**config.mk**
```make
export PLATFORM = sky130hd
export DESIGN_NAME = instrFetch_flat
export DESIGN_NICKNAME = d
export VERILOG_FILES = /design/src/source/cpu_pkg.sv /design/src/source/fetchLink.sv /design/src/source/instrFetch.sv /design/src/flat_wrapper.sv
export VERILOG_INCLUDE_DIRS = /design/src /design/src/source
export SDC_FILE = /design/constraint.sdc
export NUM_CORES = 1
export LEC_CHECK = 0
export BUFFER_PORTS_ARGS = -buffer_cell sky130_fd_sc_hd__buf_2
export CAP_MARGIN = 10
export CORE_MARGIN = 2
export CORE_UTILIZATION = 48
export DETAILED_ROUTE_END_ITERATION = 6
export GPL_TIMING_DRIVEN = 0
export PLACE_DENSITY = 0.79
export SLEW_MARGIN = 25
export SYNTH_ARGS = -nofsm -noshare
export SYNTH_HDL_FRONTEND = slang
export SYNTH_SLANG_ARGS = --single-unit
```
**constraint.sdc**
```tcl
create_clock -name clk -period 3.43 [get_ports clk]
set_clock_uncertainty 0.1 [all_clocks]
set_input_delay 0.5145 -clock clk [delete_from_list [all_inputs] [get_ports clk]]
set_output_delay 0.5145 -clock clk [all_outputs]
set_load 0.005 [all_outputs]
```
**src/source/cpu_settings.svh**
```systemverilog
`ifndef CPU_SETTINGS_SVH
`define CPU_SETTINGS_SVH

// Width of a data word and of an instruction address
`define DATA_WIDTH 16

// Entries in the fetch FIFO
// Must be a power of two, at least 2
`define QUEUE_DEPTH 4

// Data memory size in words
// Addresses wrap modulo this size
`define DMEM_WORDS 256

// First instruction fetched after reset
`define RESET_ADDR 0

`endif

```
**src/source/cpu_pkg.sv**
```systemverilog
`default_nettype none

`include "cpu_settings.svh"

package cpu_pkg;

  // Plain vectors with a meaning
  typedef logic [`DATA_WIDTH-1:0] word_t;
  typedef logic [15:0] instr_t;
  typedef logic [3:0] regAddr_t;
  typedef logic [3:0] shamt_t;
  // Toggles on every redirect
  typedef logic epoch_t;

  // Top nibble of the instruction
  typedef enum logic [3:0] {
    opAdd = 4'h0, opAddz = 4'h1, opSub = 4'h2, opAnd = 4'h3,
    opNor = 4'h4, opSll = 4'h5, opSrl = 4'h6, opSra = 4'h7,
    opLw = 4'h8, opSw = 4'h9, opLhb = 4'ha, opLlb = 4'hb,
    opB = 4'hc, opJal = 4'hd, opJr = 4'he, opHlt = 4'hf
  } opcode_t;

  // ALU group uses the low three opcode bits directly
  typedef enum logic [2:0] {
    aluAdd = 3'b000, aluLhb = 3'b001, aluSub = 3'b010, aluAnd = 3'b011,
    aluNor = 3'b100, aluSll = 3'b101, aluSrl = 3'b110, aluSra = 3'b111
  } aluFunc_t;

  // Branch condition field, instr[11:9]
  typedef enum logic [2:0] {
    condNeq = 3'b000, condEq = 3'b001, condGt = 3'b010, condLt = 3'b011,
    condGte = 3'b100, condLte = 3'b101, condOvfl = 3'b110, condUncond = 3'b111
  } branchCond_t;

  // Four-phase handshake FSM states
  typedef enum logic [1:0] {
    idle = 2'b00, waitAck = 2'b01, waitRelease = 2'b10
  } linkState_t;

endpackage

`default_nettype wire

```
**src/source/fetchLink.sv**
```systemverilog
`timescale 1ns/1ps
`default_nettype none

// One four-phase instruction link
// Source raises req with payload stable, sink answers with ack
// Source drops req, then sink drops ack
interface fetchLink;

  logic req;
  logic ack;
  // Payload, held stable from req rise until ack is seen
  cpu_pkg::instr_t instr;
  cpu_pkg::word_t addr;
  cpu_pkg::epoch_t epoch;

  // Producer side
  modport src (
    output req,
    output instr,
    output addr,
    output epoch,
    input ack
  );

  // Consumer side
  modport dst (
    input req,
    input instr,
    input addr,
    input epoch,
    output ack
  );

endinterface

`default_nettype wire

```
**src/source/instrFetch.sv**
```systemverilog
`timescale 1ns/1ps
`default_nettype none

`include "cpu_settings.svh"

module instrFetch (
  input wire clk,
  input wire rstN,
  fetchLink.src link,
  output cpu_pkg::word_t imemAddr,
  input wire cpu_pkg::instr_t imemData,
  input wire redirectValid,
  input wire cpu_pkg::word_t redirectAddr
);

  cpu_pkg::linkState_t state;
  cpu_pkg::word_t pc;
  cpu_pkg::epoch_t epoch;
  logic capture;

  // Instruction memory answers in the same cycle
  assign imemAddr = pc;

  // Grab a new word when idle or once the last ack has dropped
  // A redirect in this cycle abandons the grab since pc is about to change
  assign capture = !redirectValid &&
                   ((state == cpu_pkg::idle) ||
                    (state == cpu_pkg::waitRelease && !link.ack));

  // Payload held on the link until the next capture
  always_ff @(posedge clk) begin
    if (capture) begin
      link.instr <= imemData;
      link.addr <= pc;
      link.epoch <= epoch;
    end
  end

  always_ff @(posedge clk or negedge rstN) begin
    if (!rstN) begin
      state <= cpu_pkg::idle;
      link.req <= 1'b0;
      pc <= cpu_pkg::word_t'(`RESET_ADDR);
      epoch <= 1'b0;
    end else begin
      case (state)
        cpu_pkg::idle: begin
          if (capture) begin
            link.req <= 1'b1;
            state <= cpu_pkg::waitAck;
          end
        end
        cpu_pkg::waitAck: begin
          // A transfer in progress always completes
          if (link.ack) begin
            link.req <= 1'b0;
            state <= cpu_pkg::waitRelease;
          end
        end
        cpu_pkg::waitRelease: begin
          // Back to back offers when nothing redirects
          if (capture) begin
            link.req <= 1'b1;
            state <= cpu_pkg::waitAck;
          end else if (!link.ack) begin
            state <= cpu_pkg::idle;
          end
        end
        default: state <= cpu_pkg::idle;
      endcase
      // Redirect wins over the normal increment
      // An offer captured before a redirect carries the old epoch and leaves pc at the target
      if (redirectValid) begin
        pc <= redirectAddr;
        epoch <= ~epoch;
      end else if (state == cpu_pkg::waitAck && link.ack && link.epoch == epoch) begin
        pc <= pc + cpu_pkg::word_t'(1);
      end
    end
  end

endmodule

`default_nettype wire

```
**src/flat_wrapper.sv**
```systemverilog
// flat-port wrapper written by rule: the top's interface ports become plain ports
module instrFetch_flat 
  (clk, rstN, imemAddr, imemData, redirectValid, redirectAddr, link_req, link_instr, link_addr, link_epoch, link_ack);
  fetchLink link_i ();
  input wire clk;
  input wire rstN;
  output cpu_pkg::word_t imemAddr;
  input wire cpu_pkg::instr_t imemData;
  input wire redirectValid;
  input wire cpu_pkg::word_t redirectAddr;
  output wire logic [$bits(link_i.req)-1:0] link_req;
  output wire logic [$bits(link_i.instr)-1:0] link_instr;
  output wire logic [$bits(link_i.addr)-1:0] link_addr;
  output wire logic [$bits(link_i.epoch)-1:0] link_epoch;
  input wire logic [$bits(link_i.ack)-1:0] link_ack;
  assign link_req = link_i.req;
  assign link_instr = link_i.instr;
  assign link_addr = link_i.addr;
  assign link_epoch = link_i.epoch;
  assign link_i.ack = link_ack;
  instrFetch u_core (.clk(clk), .rstN(rstN), .link(link_i), .imemAddr(imemAddr), .imemData(imemData), .redirectValid(redirectValid), .redirectAddr(redirectAddr));
endmodule
```
==> impl_metrics.yaml <==
global_routing:
  grt_remaining_overflow: 0
  grt_pass1_vias: 1589
  largest_net_degree_at_the_start_of_global_routing: 24
  grt_pass1_wl_mm: 7.40
  grt_antenna_before_repair: 0
  total_routing_usage_gr_pct: 18.5
placement:
  post-place-ws_ns: 1.36
  buffers_on_ports: 84
  hpwl_mm: 3.35
  gp_congestion: 0.761
  placedInstanceArea_mm2: 0.00274
timing:
  whs_ns: 0.0533
  final_max_slew_viol_count: 0
  max_clock_freq_ghz: 0.526
  fin_crit_sh_pct: 55.4
  grt_setup_unrepaired: "false"
  slew-limit-headroom_pct: 60.7
  finalSetupTns_ns: 0
  timing.final.hold_violations: 0
  post-route-worst-setup-slack_ns: 1.53
  setup_violations: 0
  period_needed_ns: 1.90
  worst_margin_pin_slew_ns: 0.585
power_and_ir_drop:
  clock_power_share_pct: 29.1
  power_switching_share_pct: 26.1
  sequentialPowerShare_pct: 52.5
  comb_power_share_pct: 18.4
  internal-power_mw: 1.22
  netSwitchingPower_mw: 0.432
  ir_worst_vdd_mv: 0.324
  p_leak_nw: 1.19
  power_density_of_the_placed_cells_mw_per_mm2: 575
layout:
  antenna_cells_inserted: 0
  share_of_final_layout_standard_cells_stronger_than_drive_strength_1_pct: 38.9
  num-fill-cells: 345
  area.growth.synth_to_final_pct: 29.4
  nets: 293
  post-route-cell-area_mm2: 0.00288
critical_path:
  r2r_cells: 4
  cp_endpoint_kind: "flip-flop"
  crit_path_max_fanout: 8
  timing.critical_path.arrival_ns: 1.99
  path_class: "flip-flop to flip-flop"
  type_of_element_launching_the_critical_path: "flip-flop"
  crit_required_ns: 3.52
floorplan:
  num_io_pins: 86
  initial_utilization_pct: 50.3
  rows: 24
  core_area_mm2: 0.00441
  die_height_um: 72.0
  die_area_mm2: 0.00519
  floorplan.die.width_um: 72.0
drt:
  dr.first_iter.drc_count: 74
  post-route-drc-count: 0
  finalWirelength_mm: 4.47
  ant_nets: 0
  num_vias: 1646
  dr_wl_cell_um: 14.5
  router_iterations_before_antenna_repair: 4
  via_per_inst: 5.33
clocking:
  clock_latency_ns: 0.30
  clockRootBuffer: "sky130_fd_sc_hd__clkbuf_8"
  cts_tree: "yes"
  cts_resized: 0
  clkTransAtPathRegs_ns: 0.09
  cts_hold_repair.buffers: 0
  cts_post_setup_buffers_inserted: 0
  cts_inserted_buffers: 5
  clk_sink_count: 53
  cts_max_path_bufs: 2
  cts.htree.levels: 2
worst_hold_path:
  worst_hold_path_type: "input port to asynchronous set/reset pin"
synthesis:
  synth.ff_latch_count: 53
  post_synth_inst_count: 164
  netlist-cell-type-count: 29
  synth_sequential_area_ratio_pct: 67.1
  synth_area_mm2: 0.00222
  synth_nets: 201
  yosysWarningCount: 0
  post_syn_area_per_cell_um2: 13.5
outcome:
  outcome: "finished clean"
job:
  drv_cap: 0
[critical path, stage by stage, from the launching register on]
cell and delay [ns]:
sky130_fd_sc_hd__dfrtp_1 0.44, sky130_fd_sc_hd__xor2_2 0.26, sky130_fd_sc_hd__nor4_4 0.61, sky130_fd_sc_hd__nor3b_1 0.10, sky130_fd_sc_hd__a221o_1 0.27
[per-layer routing]
metal,routed length [um],vias to the layer above,track usage (%)
li1,-,800,-
met1,1880,772,23.8
met2,2180,70,31.2
met3,384,4,5.28
met4,36,0,4.40
met5,0,-,0
[cells by family (layout without fill, tap and decap cells)]
group	Yosys count	after routing	share of synthesized area (%)
buf+inv	7	100	1.24
simple gates	66	66	17.9
xor+xnor	6	6	2.70
mux	9	9	4.05
compound gates	22	22	6.42
flops	53	53	67.1
fa+ha+maj	1	1	0.563
[path summary, 6_finish.rpt]
kind,startpoint,to,slack (ns)
worst min-delay path,rstN,u_core.imemAddr[10]$_DFFE_PN0P_,0.05
worst max register to register,u_core.epoch$_DFFE_PN0P_,u_core.imemAddr[5]$_DFFE_PN0P_,1.53
worst max-delay path,u_core.epoch$_DFFE_PN0P_,u_core.imemAddr[5]$_DFFE_PN0P_,1.53
worst min register to register,u_core.imemAddr[15]$_DFFE_PN0P_,u_core.link.addr[15]$_DFFE_PN_,0.41
min in group clk,imemData[3],u_core.link.instr[3]$_DFFE_PN_,0.28
max in group asynchronous,rstN,u_core.imemAddr[6]$_DFFE_PN0P_,2.85
[cell type report]
type	instances	area, um2	share of cell area, %
sequential	53	1490	51.8
timing repair buffer	85	448	15.6
inverter	2	7.51	0.261
clock inverter	3	65.1	2.26
tap	52	65.1	2.26
multi-input combinational	104	711	24.7
clock buffer	5	68.8	2.39
buffer	5	20.0	0.696
[layout by cell type (no fill, tap or decap), types with 4 or more instances in the layout]
cell type	n
sky130_fd_sc_hd__buf_2	85
sky130_fd_sc_hd__edfxtp_1	33
sky130_fd_sc_hd__dfrtp_1	20
sky130_fd_sc_hd__nand2_1	16
sky130_fd_sc_hd__nor2b_1	9
sky130_fd_sc_hd__mux2i_1	9
sky130_fd_sc_hd__o21ai_0	9
sky130_fd_sc_hd__nand3_1	8
sky130_fd_sc_hd__nor2_1	7
sky130_fd_sc_hd__nor3_1	6
sky130_fd_sc_hd__a22oi_1	6
sky130_fd_sc_hd__clkbuf_8	5
sky130_fd_sc_hd__clkbuf_1	4
sky130_fd_sc_hd__nand4_1	4
sky130_fd_sc_hd__nor4_1	4
sky130_fd_sc_hd__xnor2_1	4
[cells in the mapped netlist, drive strengths merged]
library cell / number / area (um2)
a221o: 3 / 30.0
nor3: 6 / 30.0
ha: 1 / 12.5
a21oi: 3 / 15.0
nand2: 16 / 60.1
nor2b: 10 / 62.6
nand2b: 2 / 12.5
dfrtp: 20 / 500
nor4: 6 / 67.6
xnor2: 4 / 35.0
edfxtp: 33 / 991
buf: 1 / 5.00
inv: 2 / 7.51
clkbuf: 4 / 15.0
o21ai: 9 / 45.0
nor3b: 3 / 22.5
o21bai: 1 / 7.51
nor2: 7 / 26.3
mux2i: 9 / 90.1
nand3: 8 / 40.0
a22oi: 6 / 45.0
nand4: 5 / 37.5
nor4b: 1 / 8.76
nand3b: 1 / 20.0
xor2: 2 / 25.0
or4b: 1 / 10.0
[flip-flops by register name, indices dropped and copies added (netlist names)]
name,count
u_core.imemAddr,16
u_core.epoch,1
u_core.link.req,1
u_core.link.instr,16
u_core.link.epoch,1
u_core.link.addr,16
u_core.state,2
[metrics by stage]
stage | total power, mW | utilization (%) | instances
after floorplan | 1.03 | - | 164
after global placement | 1.17 | 61.3 | 300
after detailed placement | 1.19 | 62.1 | 301
after CTS | 1.67 | 65.2 | 309
after global routing | 1.75 | 65.2 | 309
final | 1.65 | 65.2 | 309
[power by group through the flow]
| stage | combinational (mW) | sequential, mW | clock, mW |
|---|---|---|---|
| 2_1_floorplan | 0.152 | 0.883 | 0 |
| 3_3_place_gp | 0.285 | 0.883 | 0 |
| 3_5_place_dp | 0.309 | 0.884 | 0 |
| 4_1_cts | 0.310 | 0.870 | 0.494 |
| 5_1_grt | 0.340 | 0.884 | 0.522 |
| 6_report | 0.305 | 0.869 | 0.481 |
Power figures use the tool's default switching activity.
