`config.mk`:
```
export PLATFORM = sky130hd
export DESIGN_NAME = fetchQueue_flat
export DESIGN_NICKNAME = d
export VERILOG_FILES = /design/src/source/cpu_pkg.sv /design/src/source/fetchLink.sv /design/src/source/fetchQueue.sv /design/src/flat_wrapper.sv
export VERILOG_INCLUDE_DIRS = /design/src /design/src/source
export SDC_FILE = /design/constraint.sdc
export NUM_CORES = 1
export LEC_CHECK = 0
export ABC_CLOCK_PERIOD_IN_PS = 2900
export BUFFER_PORTS_ARGS = -buffer_cell sky130_fd_sc_hd__buf_2
export CORE_MARGIN = 8
export CORE_UTILIZATION = 55
export DETAILED_ROUTE_END_ITERATION = 10
export PLACE_DENSITY = 0.77
export SYNTH_ARGS = -nofsm -noshare
export SYNTH_HDL_FRONTEND = slang
export SYNTH_SLANG_ARGS = --single-unit
```
`constraint.sdc`:
```
create_clock -name clk -period 2.9 [get_ports clk]
set_clock_uncertainty 0.05 [all_clocks]
set_input_delay 0.435 -clock clk [delete_from_list [all_inputs] [get_ports clk]]
set_output_delay 0.435 -clock clk [all_outputs]
set_load 0.02 [all_outputs]
```
`src/source/cpu_settings.svh`:
```
`ifndef CPU_SETTINGS_SVH
`define CPU_SETTINGS_SVH

// Width of a data word and of an instruction address
`define DATA_WIDTH 16

// Entries in the fetch FIFO
// Must be a power of two, at least 2
`define QUEUE_DEPTH 4

// Data memory size in words
// Addresses wrap modulo this size
`define DMEM_WORDS 256

// First instruction fetched after reset
`define RESET_ADDR 0

`endif

```
`src/source/cpu_pkg.sv`:
```
`default_nettype none

`include "cpu_settings.svh"

package cpu_pkg;

  // Plain vectors with a meaning
  typedef logic [`DATA_WIDTH-1:0] word_t;
  typedef logic [15:0] instr_t;
  typedef logic [3:0] regAddr_t;
  typedef logic [3:0] shamt_t;
  // Toggles on every redirect
  typedef logic epoch_t;

  // Top nibble of the instruction
  typedef enum logic [3:0] {
    opAdd = 4'h0, opAddz = 4'h1, opSub = 4'h2, opAnd = 4'h3,
    opNor = 4'h4, opSll = 4'h5, opSrl = 4'h6, opSra = 4'h7,
    opLw = 4'h8, opSw = 4'h9, opLhb = 4'ha, opLlb = 4'hb,
    opB = 4'hc, opJal = 4'hd, opJr = 4'he, opHlt = 4'hf
  } opcode_t;

  // ALU group uses the low three opcode bits directly
  typedef enum logic [2:0] {
    aluAdd = 3'b000, aluLhb = 3'b001, aluSub = 3'b010, aluAnd = 3'b011,
    aluNor = 3'b100, aluSll = 3'b101, aluSrl = 3'b110, aluSra = 3'b111
  } aluFunc_t;

  // Branch condition field, instr[11:9]
  typedef enum logic [2:0] {
    condNeq = 3'b000, condEq = 3'b001, condGt = 3'b010, condLt = 3'b011,
    condGte = 3'b100, condLte = 3'b101, condOvfl = 3'b110, condUncond = 3'b111
  } branchCond_t;

  // Four-phase handshake FSM states
  typedef enum logic [1:0] {
    idle = 2'b00, waitAck = 2'b01, waitRelease = 2'b10
  } linkState_t;

endpackage

`default_nettype wire

```
`src/source/fetchLink.sv`:
```
`timescale 1ns/1ps
`default_nettype none

// One four-phase instruction link
// Source raises req with payload stable, sink answers with ack
// Source drops req, then sink drops ack
interface fetchLink;

  logic req;
  logic ack;
  // Payload, held stable from req rise until ack is seen
  cpu_pkg::instr_t instr;
  cpu_pkg::word_t addr;
  cpu_pkg::epoch_t epoch;

  // Producer side
  modport src (
    output req,
    output instr,
    output addr,
    output epoch,
    input ack
  );

  // Consumer side
  modport dst (
    input req,
    input instr,
    input addr,
    input epoch,
    output ack
  );

endinterface

`default_nettype wire

```
`src/source/fetchQueue.sv`:
```
`timescale 1ns/1ps
`default_nettype none

`include "cpu_settings.svh"

module fetchQueue #(
  parameter int depth = `QUEUE_DEPTH
) (
  input wire clk,
  input wire rstN,
  fetchLink.dst inLink,
  fetchLink.src outLink
);

  localparam int ptrBits = $clog2(depth);
  localparam logic [ptrBits:0] fullCount = (ptrBits + 1)'(depth);

  // Entry storage
  cpu_pkg::instr_t instrMem [depth];
  cpu_pkg::word_t addrMem [depth];
  cpu_pkg::epoch_t epochMem [depth];

  logic [ptrBits-1:0] wrPtr;
  logic [ptrBits-1:0] rdPtr;
  // One bit wider than the pointers to tell full from empty
  logic [ptrBits:0] count;
  cpu_pkg::linkState_t inState;
  cpu_pkg::linkState_t outState;
  logic push;
  logic pop;

  // Accept only with a free slot, otherwise ack stays low
  assign push = (inState == cpu_pkg::idle) && inLink.req && (count != fullCount);
  // Head leaves when the consumer acknowledges it
  assign pop = (outState == cpu_pkg::waitAck) && outLink.ack;

  // Head stays put until popped, writes never hit it while nonempty
  assign outLink.instr = instrMem[rdPtr];
  assign outLink.addr = addrMem[rdPtr];
  assign outLink.epoch = epochMem[rdPtr];

  always_ff @(posedge clk) begin
    if (push) begin
      instrMem[wrPtr] <= inLink.instr;
      addrMem[wrPtr] <= inLink.addr;
      epochMem[wrPtr] <= inLink.epoch;
    end
  end

  always_ff @(posedge clk or negedge rstN) begin
    if (!rstN) begin
      wrPtr <= '0;
      rdPtr <= '0;
      count <= '0;
      inState <= cpu_pkg::idle;
      outState <= cpu_pkg::idle;
      inLink.ack <= 1'b0;
      outLink.req <= 1'b0;
    end else begin
      if (push) wrPtr <= wrPtr + 1'b1;
      if (pop) rdPtr <= rdPtr + 1'b1;
      case ({push, pop})
        2'b10: count <= count + 1'b1;
        2'b01: count <= count - 1'b1;
        default: count <= count;
      endcase

      // Input side acks one cycle after req
      case (inState)
        cpu_pkg::idle: begin
          if (push) begin
            inLink.ack <= 1'b1;
            inState <= cpu_pkg::waitRelease;
          end
        end
        cpu_pkg::waitRelease: begin
          if (!inLink.req) begin
            inLink.ack <= 1'b0;
            inState <= cpu_pkg::idle;
          end
        end
        default: inState <= cpu_pkg::idle;
      endcase

      // Output side runs on its own
      case (outState)
        cpu_pkg::idle: begin
          if (count != '0) begin
            outLink.req <= 1'b1;
            outState <= cpu_pkg::waitAck;
          end
        end
        cpu_pkg::waitAck: begin
          if (outLink.ack) begin
            outLink.req <= 1'b0;
            outState <= cpu_pkg::waitRelease;
          end
        end
        cpu_pkg::waitRelease: begin
          if (!outLink.ack) outState <= cpu_pkg::idle;
        end
        default: outState <= cpu_pkg::idle;
      endcase
    end
  end

endmodule

`default_nettype wire

```
`src/flat_wrapper.sv`:
```
// flat-port wrapper written by rule: the top's interface ports become plain ports
module fetchQueue_flat 
#(
  parameter int depth = `QUEUE_DEPTH
)
  (clk, rstN, inLink_req, inLink_instr, inLink_addr, inLink_epoch, inLink_ack, outLink_req, outLink_instr, outLink_addr, outLink_epoch, outLink_ack);
  fetchLink inLink_i ();
  fetchLink outLink_i ();
  input wire clk;
  input wire rstN;
  input wire logic [$bits(inLink_i.req)-1:0] inLink_req;
  input wire logic [$bits(inLink_i.instr)-1:0] inLink_instr;
  input wire logic [$bits(inLink_i.addr)-1:0] inLink_addr;
  input wire logic [$bits(inLink_i.epoch)-1:0] inLink_epoch;
  output wire logic [$bits(inLink_i.ack)-1:0] inLink_ack;
  output wire logic [$bits(outLink_i.req)-1:0] outLink_req;
  output wire logic [$bits(outLink_i.instr)-1:0] outLink_instr;
  output wire logic [$bits(outLink_i.addr)-1:0] outLink_addr;
  output wire logic [$bits(outLink_i.epoch)-1:0] outLink_epoch;
  input wire logic [$bits(outLink_i.ack)-1:0] outLink_ack;
  assign inLink_i.req = inLink_req;
  assign inLink_i.instr = inLink_instr;
  assign inLink_i.addr = inLink_addr;
  assign inLink_i.epoch = inLink_epoch;
  assign inLink_ack = inLink_i.ack;
  assign outLink_req = outLink_i.req;
  assign outLink_instr = outLink_i.instr;
  assign outLink_addr = outLink_i.addr;
  assign outLink_epoch = outLink_i.epoch;
  assign outLink_i.ack = outLink_ack;
  fetchQueue #(.depth(depth)) u_core (.clk(clk), .rstN(rstN), .inLink(inLink_i), .outLink(outLink_i));
endmodule
```
==> impl_summary.txt <==
----------------------------------------------------
[Outcome]
  Run status ... finished, final reports clean

[Setup path]
  Critical path endpoint category ... output port
  CP max FO ... 28
  Worst path slowest cell ... sky130_fd_sc_hd__mux4_2
  Endpoint required time on the critical path ... 2.41 ns
  Delay of the slowest cell on the worst path ... 0.57 ns
  WS Path Type ... reg2out
  Data arrival time of the worst path ... 2.07 ns
  Depth of the worst register-to-register path ... 6
  Series of cell instances along the critical path ... buf_12, mux4_2, buf_2
  Critical path launch point type ... register

[Global route]
  Aggregate global routing overflow ... 0
  Number of antenna violations at the first check in global routing ... 0
  Pin count of the biggest net entering global routing ... 35
  Total routing resource utilization after global routing ... 0.148
  Vias in the first global route ... 2666
  Global-route wire length before repair ... 14100 µm

[Synth]
  Syn. warnings ... 0
  Synth Cell Area ... 0.00534 mm²
  Flip-flop and latch count after synthesis ... 143
  Multiplexer share of the synthesized area ... 0.144
  Combinational family with the most area after synthesis ... multiplexers
  Syn Inst Count ... 222
  Simple-gate portion of the synthesized area ... 0.0169
  Total nets after synthesis ... 265
  Adder-Cell Fraction of Synth Area ... 0.0155
  Complex-gate fraction of the synthesized area ... 0.00422
  Avg Cell Area, Syn ... about 24 µm²
  Synth Area in XOR/XNOR ... 0.0115
  Number of library cell types mapped by synthesis ... 27
  Sequential share of the synthesized area ... 0.794

[Final layout]
  Post-synthesis to final-layout area growth ... 19.5%
  Final nets ... roughly 350
  Antenna Cells ... 0
  Final non-filler cell total ... 449
  Share of layout cells above drive strength 1 ... 0.449

[Place]
  Cell count after placement ... 417
  Estimated wirelength of the detail-placed design ... 5320 µm
  Pre-CTS setup slack ... 0.636 ns
  Number of buffers inserted by port buffering ... 71
  Routability cong. ... 0.709

[Flow run]
  Max-cap viol count ... 0

[Detailed routing]
  Routed vias ... 2402
  Number of DRC violations after detailed routing ... 0
  Antenna viol nets, final ... 0
  Post-DR vias/cell ... about 5.3
  Total wire length ... 8870 µm
  First-pass iteration count of the detailed router ... 4
  Avg WL per Cell ... 19.8 µm
  Violation count after the first detailed-route iteration ... 144

[Timing]
  Minimum clock period after layout ... 2.55 ns
  Setup WS post-layout ... around 0.35 ns
  Worst slew margin relative to its limit ... 0.387
  Worst Max-Slew Pin Slew ... about 0.92 ns
  Setup repair after global routing missed its margin ... false
  Final period util ... 0.880
  Hold Violations, Final ... 0
  Number of pins exceeding their max-slew limit in the final report ... 0
  Top achievable clock speed ... ~390 MHz
  Setup TNS after final layout ... 0 ns
  Final Setup Violations ... 0

[Floorplan]
  Number of top-level design ports ... 72
  Placeable core area ... 0.00959 mm²
  Initial Util ... 0.556
  Die extent in y ... 115 µm
  Area enclosed by the die boundary ... 0.0131 mm²
  Die Width ... 115 µm
  Number of core rows ... 36

[Clock tree]
  Clock slew seen by the registers of the worst setup and hold paths ... 0.06 ns
  CTS-repair resized insts ... 0
  Maximum clock path buffer count ... 2
  Clock root cell ... sky130_fd_sc_hd__clkbuf_8
  Setup repair bufs after CTS ... 0
  Deepest level of the CTS H-tree ... 4
  CTS Hold Buffers Added ... 1
  Insertion delay of the later-clocked pin in the worst-skew pair ... 0.51 ns
  Number of buffers inserted during clock tree synthesis ... 17
  TritonCTS clock tree ... built
  Number of sinks on the clock net ... 143

[Pwr]
  Worst VDD drop ... 0.560 mV
  Power per Cell Area ... 1020 mW/mm²
  Power consumption ... between 6 and 7 mW
  Static leakage ... 2.24 nW

[Hold path]
  Worst hold path depth ... 1
  Worst hold path class ... in2reg

----------------------------------------------------
-- registers in the layout, indices dropped and copies added (netlist names) --
name                cells
u_core.wrPtr            2
u_core.addrMem         64
u_core.outState         2
u_core.instrMem        64
u_core.count            3
u_core.rdPtr            2
u_core.epochMem         4
u_core.inLink.ack       1
u_core.outLink.req      1
-- report_power, final --
| group | leakage, nW | internal [mW] | switching (mW) | total [mW] |
|---|---|---|---|---|
| combinational | 0.653 | 0.814 | 0.948 | 1.76 |
| sequential | 1.33 | 2.58 | 0.229 | 2.81 |
| clock | 0.261 | 1.21 | 0.757 | 1.96 |
-- critical path: cells and delay by family, from the launching register on --
family                 cells  cell delay, ns
buffers and inverters      2            0.47
DFF                        1            0.51
muxes                      1            0.57
-- cells in the final DEF (no fill, tap or decap), types with 2 or more instances in the layout --
| cell | netlist | layout |
|---|---|---|
| sky130_fd_sc_hd__and3b_1 | 2 | 2 |
| sky130_fd_sc_hd__and2_2 | 2 | 4 |
| sky130_fd_sc_hd__xor2_1 | 3 | 3 |
| sky130_fd_sc_hd__edfxtp_1 | 132 | 132 |
| sky130_fd_sc_hd__inv_1 | 4 | 4 |
| sky130_fd_sc_hd__mux4_2 | 33 | 33 |
| sky130_fd_sc_hd__dfrtp_1 | 11 | 9 |
| sky130_fd_sc_hd__buf_2 | 4 | 71 |
| sky130_fd_sc_hd__bufinv_16 | 0 | 2 |
| sky130_fd_sc_hd__xnor2_1 | 4 | 4 |
| sky130_fd_sc_hd__dfrtp_2 | 0 | 2 |
| sky130_fd_sc_hd__clkinvlp_4 | 0 | 3 |
| sky130_fd_sc_hd__clkbuf_1 | 1 | 2 |
| sky130_fd_sc_hd__clkinv_2 | 0 | 5 |
| sky130_fd_sc_hd__ha_1 | 5 | 5 |
| sky130_fd_sc_hd__nand2_1 | 2 | 2 |
| sky130_fd_sc_hd__clkbuf_16 | 0 | 16 |
-- synth_stat cells --
master | number | area [µm²]
sky130_fd_sc_hd__nor2b_1 | 1 | 6.26
sky130_fd_sc_hd__buf_4 | 2 | 15.0
sky130_fd_sc_hd__o21a_1 | 1 | 7.51
sky130_fd_sc_hd__dfrtp_1 | 11 | 275
sky130_fd_sc_hd__nand2_1 | 2 | 7.51
sky130_fd_sc_hd__fa_1 | 1 | 20.0
sky130_fd_sc_hd__buf_6 | 1 | 11.3
sky130_fd_sc_hd__buf_2 | 4 | 20.0
sky130_fd_sc_hd__mux2_2 | 1 | 11.3
sky130_fd_sc_hd__or3b_1 | 1 | 8.76
sky130_fd_sc_hd__and2_2 | 2 | 15.0
sky130_fd_sc_hd__xor2_1 | 3 | 26.3
sky130_fd_sc_hd__mux2_4 | 1 | 15.0
sky130_fd_sc_hd__clkbuf_1 | 1 | 3.75
sky130_fd_sc_hd__and3b_1 | 2 | 17.5
sky130_fd_sc_hd__a21oi_1 | 1 | 5.00
sky130_fd_sc_hd__buf_1 | 2 | 7.51
sky130_fd_sc_hd__xnor2_1 | 4 | 35.0
sky130_fd_sc_hd__edfxtp_1 | 132 | 3960
sky130_fd_sc_hd__mux4_2 | 33 | 743
sky130_fd_sc_hd__inv_1 | 4 | 15.0
sky130_fd_sc_hd__or3_2 | 1 | 7.51
sky130_fd_sc_hd__ha_1 | 5 | 62.6
sky130_fd_sc_hd__o211a_1 | 1 | 10.0
sky130_fd_sc_hd__and2_1 | 3 | 18.8
sky130_fd_sc_hd__nor2_1 | 1 | 3.75
sky130_fd_sc_hd__nor3_1 | 1 | 5.00
-- area by class of cell --
type,instances,area (µm²)
clock buffers,19,422
clock inverters,12,120
fillers,627,3220
inverters,4,15.0
multi-input cells,65,1030
flip-flops and latches,143,4240
well taps,133,166
repair buffers,73,385
-- metal layers --
| metal | track usage | vias to the layer above | part of all wire |
|---|---|---|---|
| met2 | 0.235 | 69 | 0.51 |
| li1 | - | 1077 | - |
| met3 | 0.0506 | 11 | 0.063 |
| met5 | 0 | - | 0 |
| met1 | 0.176 | 1245 | 0.42 |
| met4 | 0.0745 | 0 | 0.011 |
-- kinds of logic (layout without fill, tap and decap cells) --
| family | after synthesis | in the layout |
|---|---|---|
| flip-flops | 143 | 143 |
| multiplexers | 35 | 35 |
| AND/OR/NAND/NOR | 14 | 14 |
| buffers and inverters | 14 | 108 |
| XOR/XNOR | 7 | 7 |
| adder cells (fa/ha/maj) | 6 | 6 |
| AO/OA/AOI/OAI | 3 | 3 |
-- path summary, 6_finish.rpt --
kind / slack, ns / end / from
worst min register to register: 0.43 / u_core.count[2] / u_core.count[2]
max in group asynchronous: 2.30 / u_core.rdPtr[1] / rstN
worst max-delay path: 0.35 / outLink_addr[5] / u_core.rdPtr[0]
min in group asynchronous: 0.27 / u_core.outLink.req / rstN
worst min-delay path: 0.09 / u_core.instrMem[2][12] / inLink_instr[12]
worst max register to register: 0.65 / u_core.count[1] / u_core.count[0]
-- stage by stage --
stage / area [µm²] / util / hold slack [ns]
finish: 6380 / 0.665 / 0.0910
global route: 6380 / 0.665 / 0.0615
CTS: 6380 / 0.665 / 0.0641
detailed placement: 5830 / 0.607 / 0.278
global placement: 5830 / 0.607 / 0.269
floorplan: 5340 / - / 0.0894
Power figures use the tool's default switching activity.
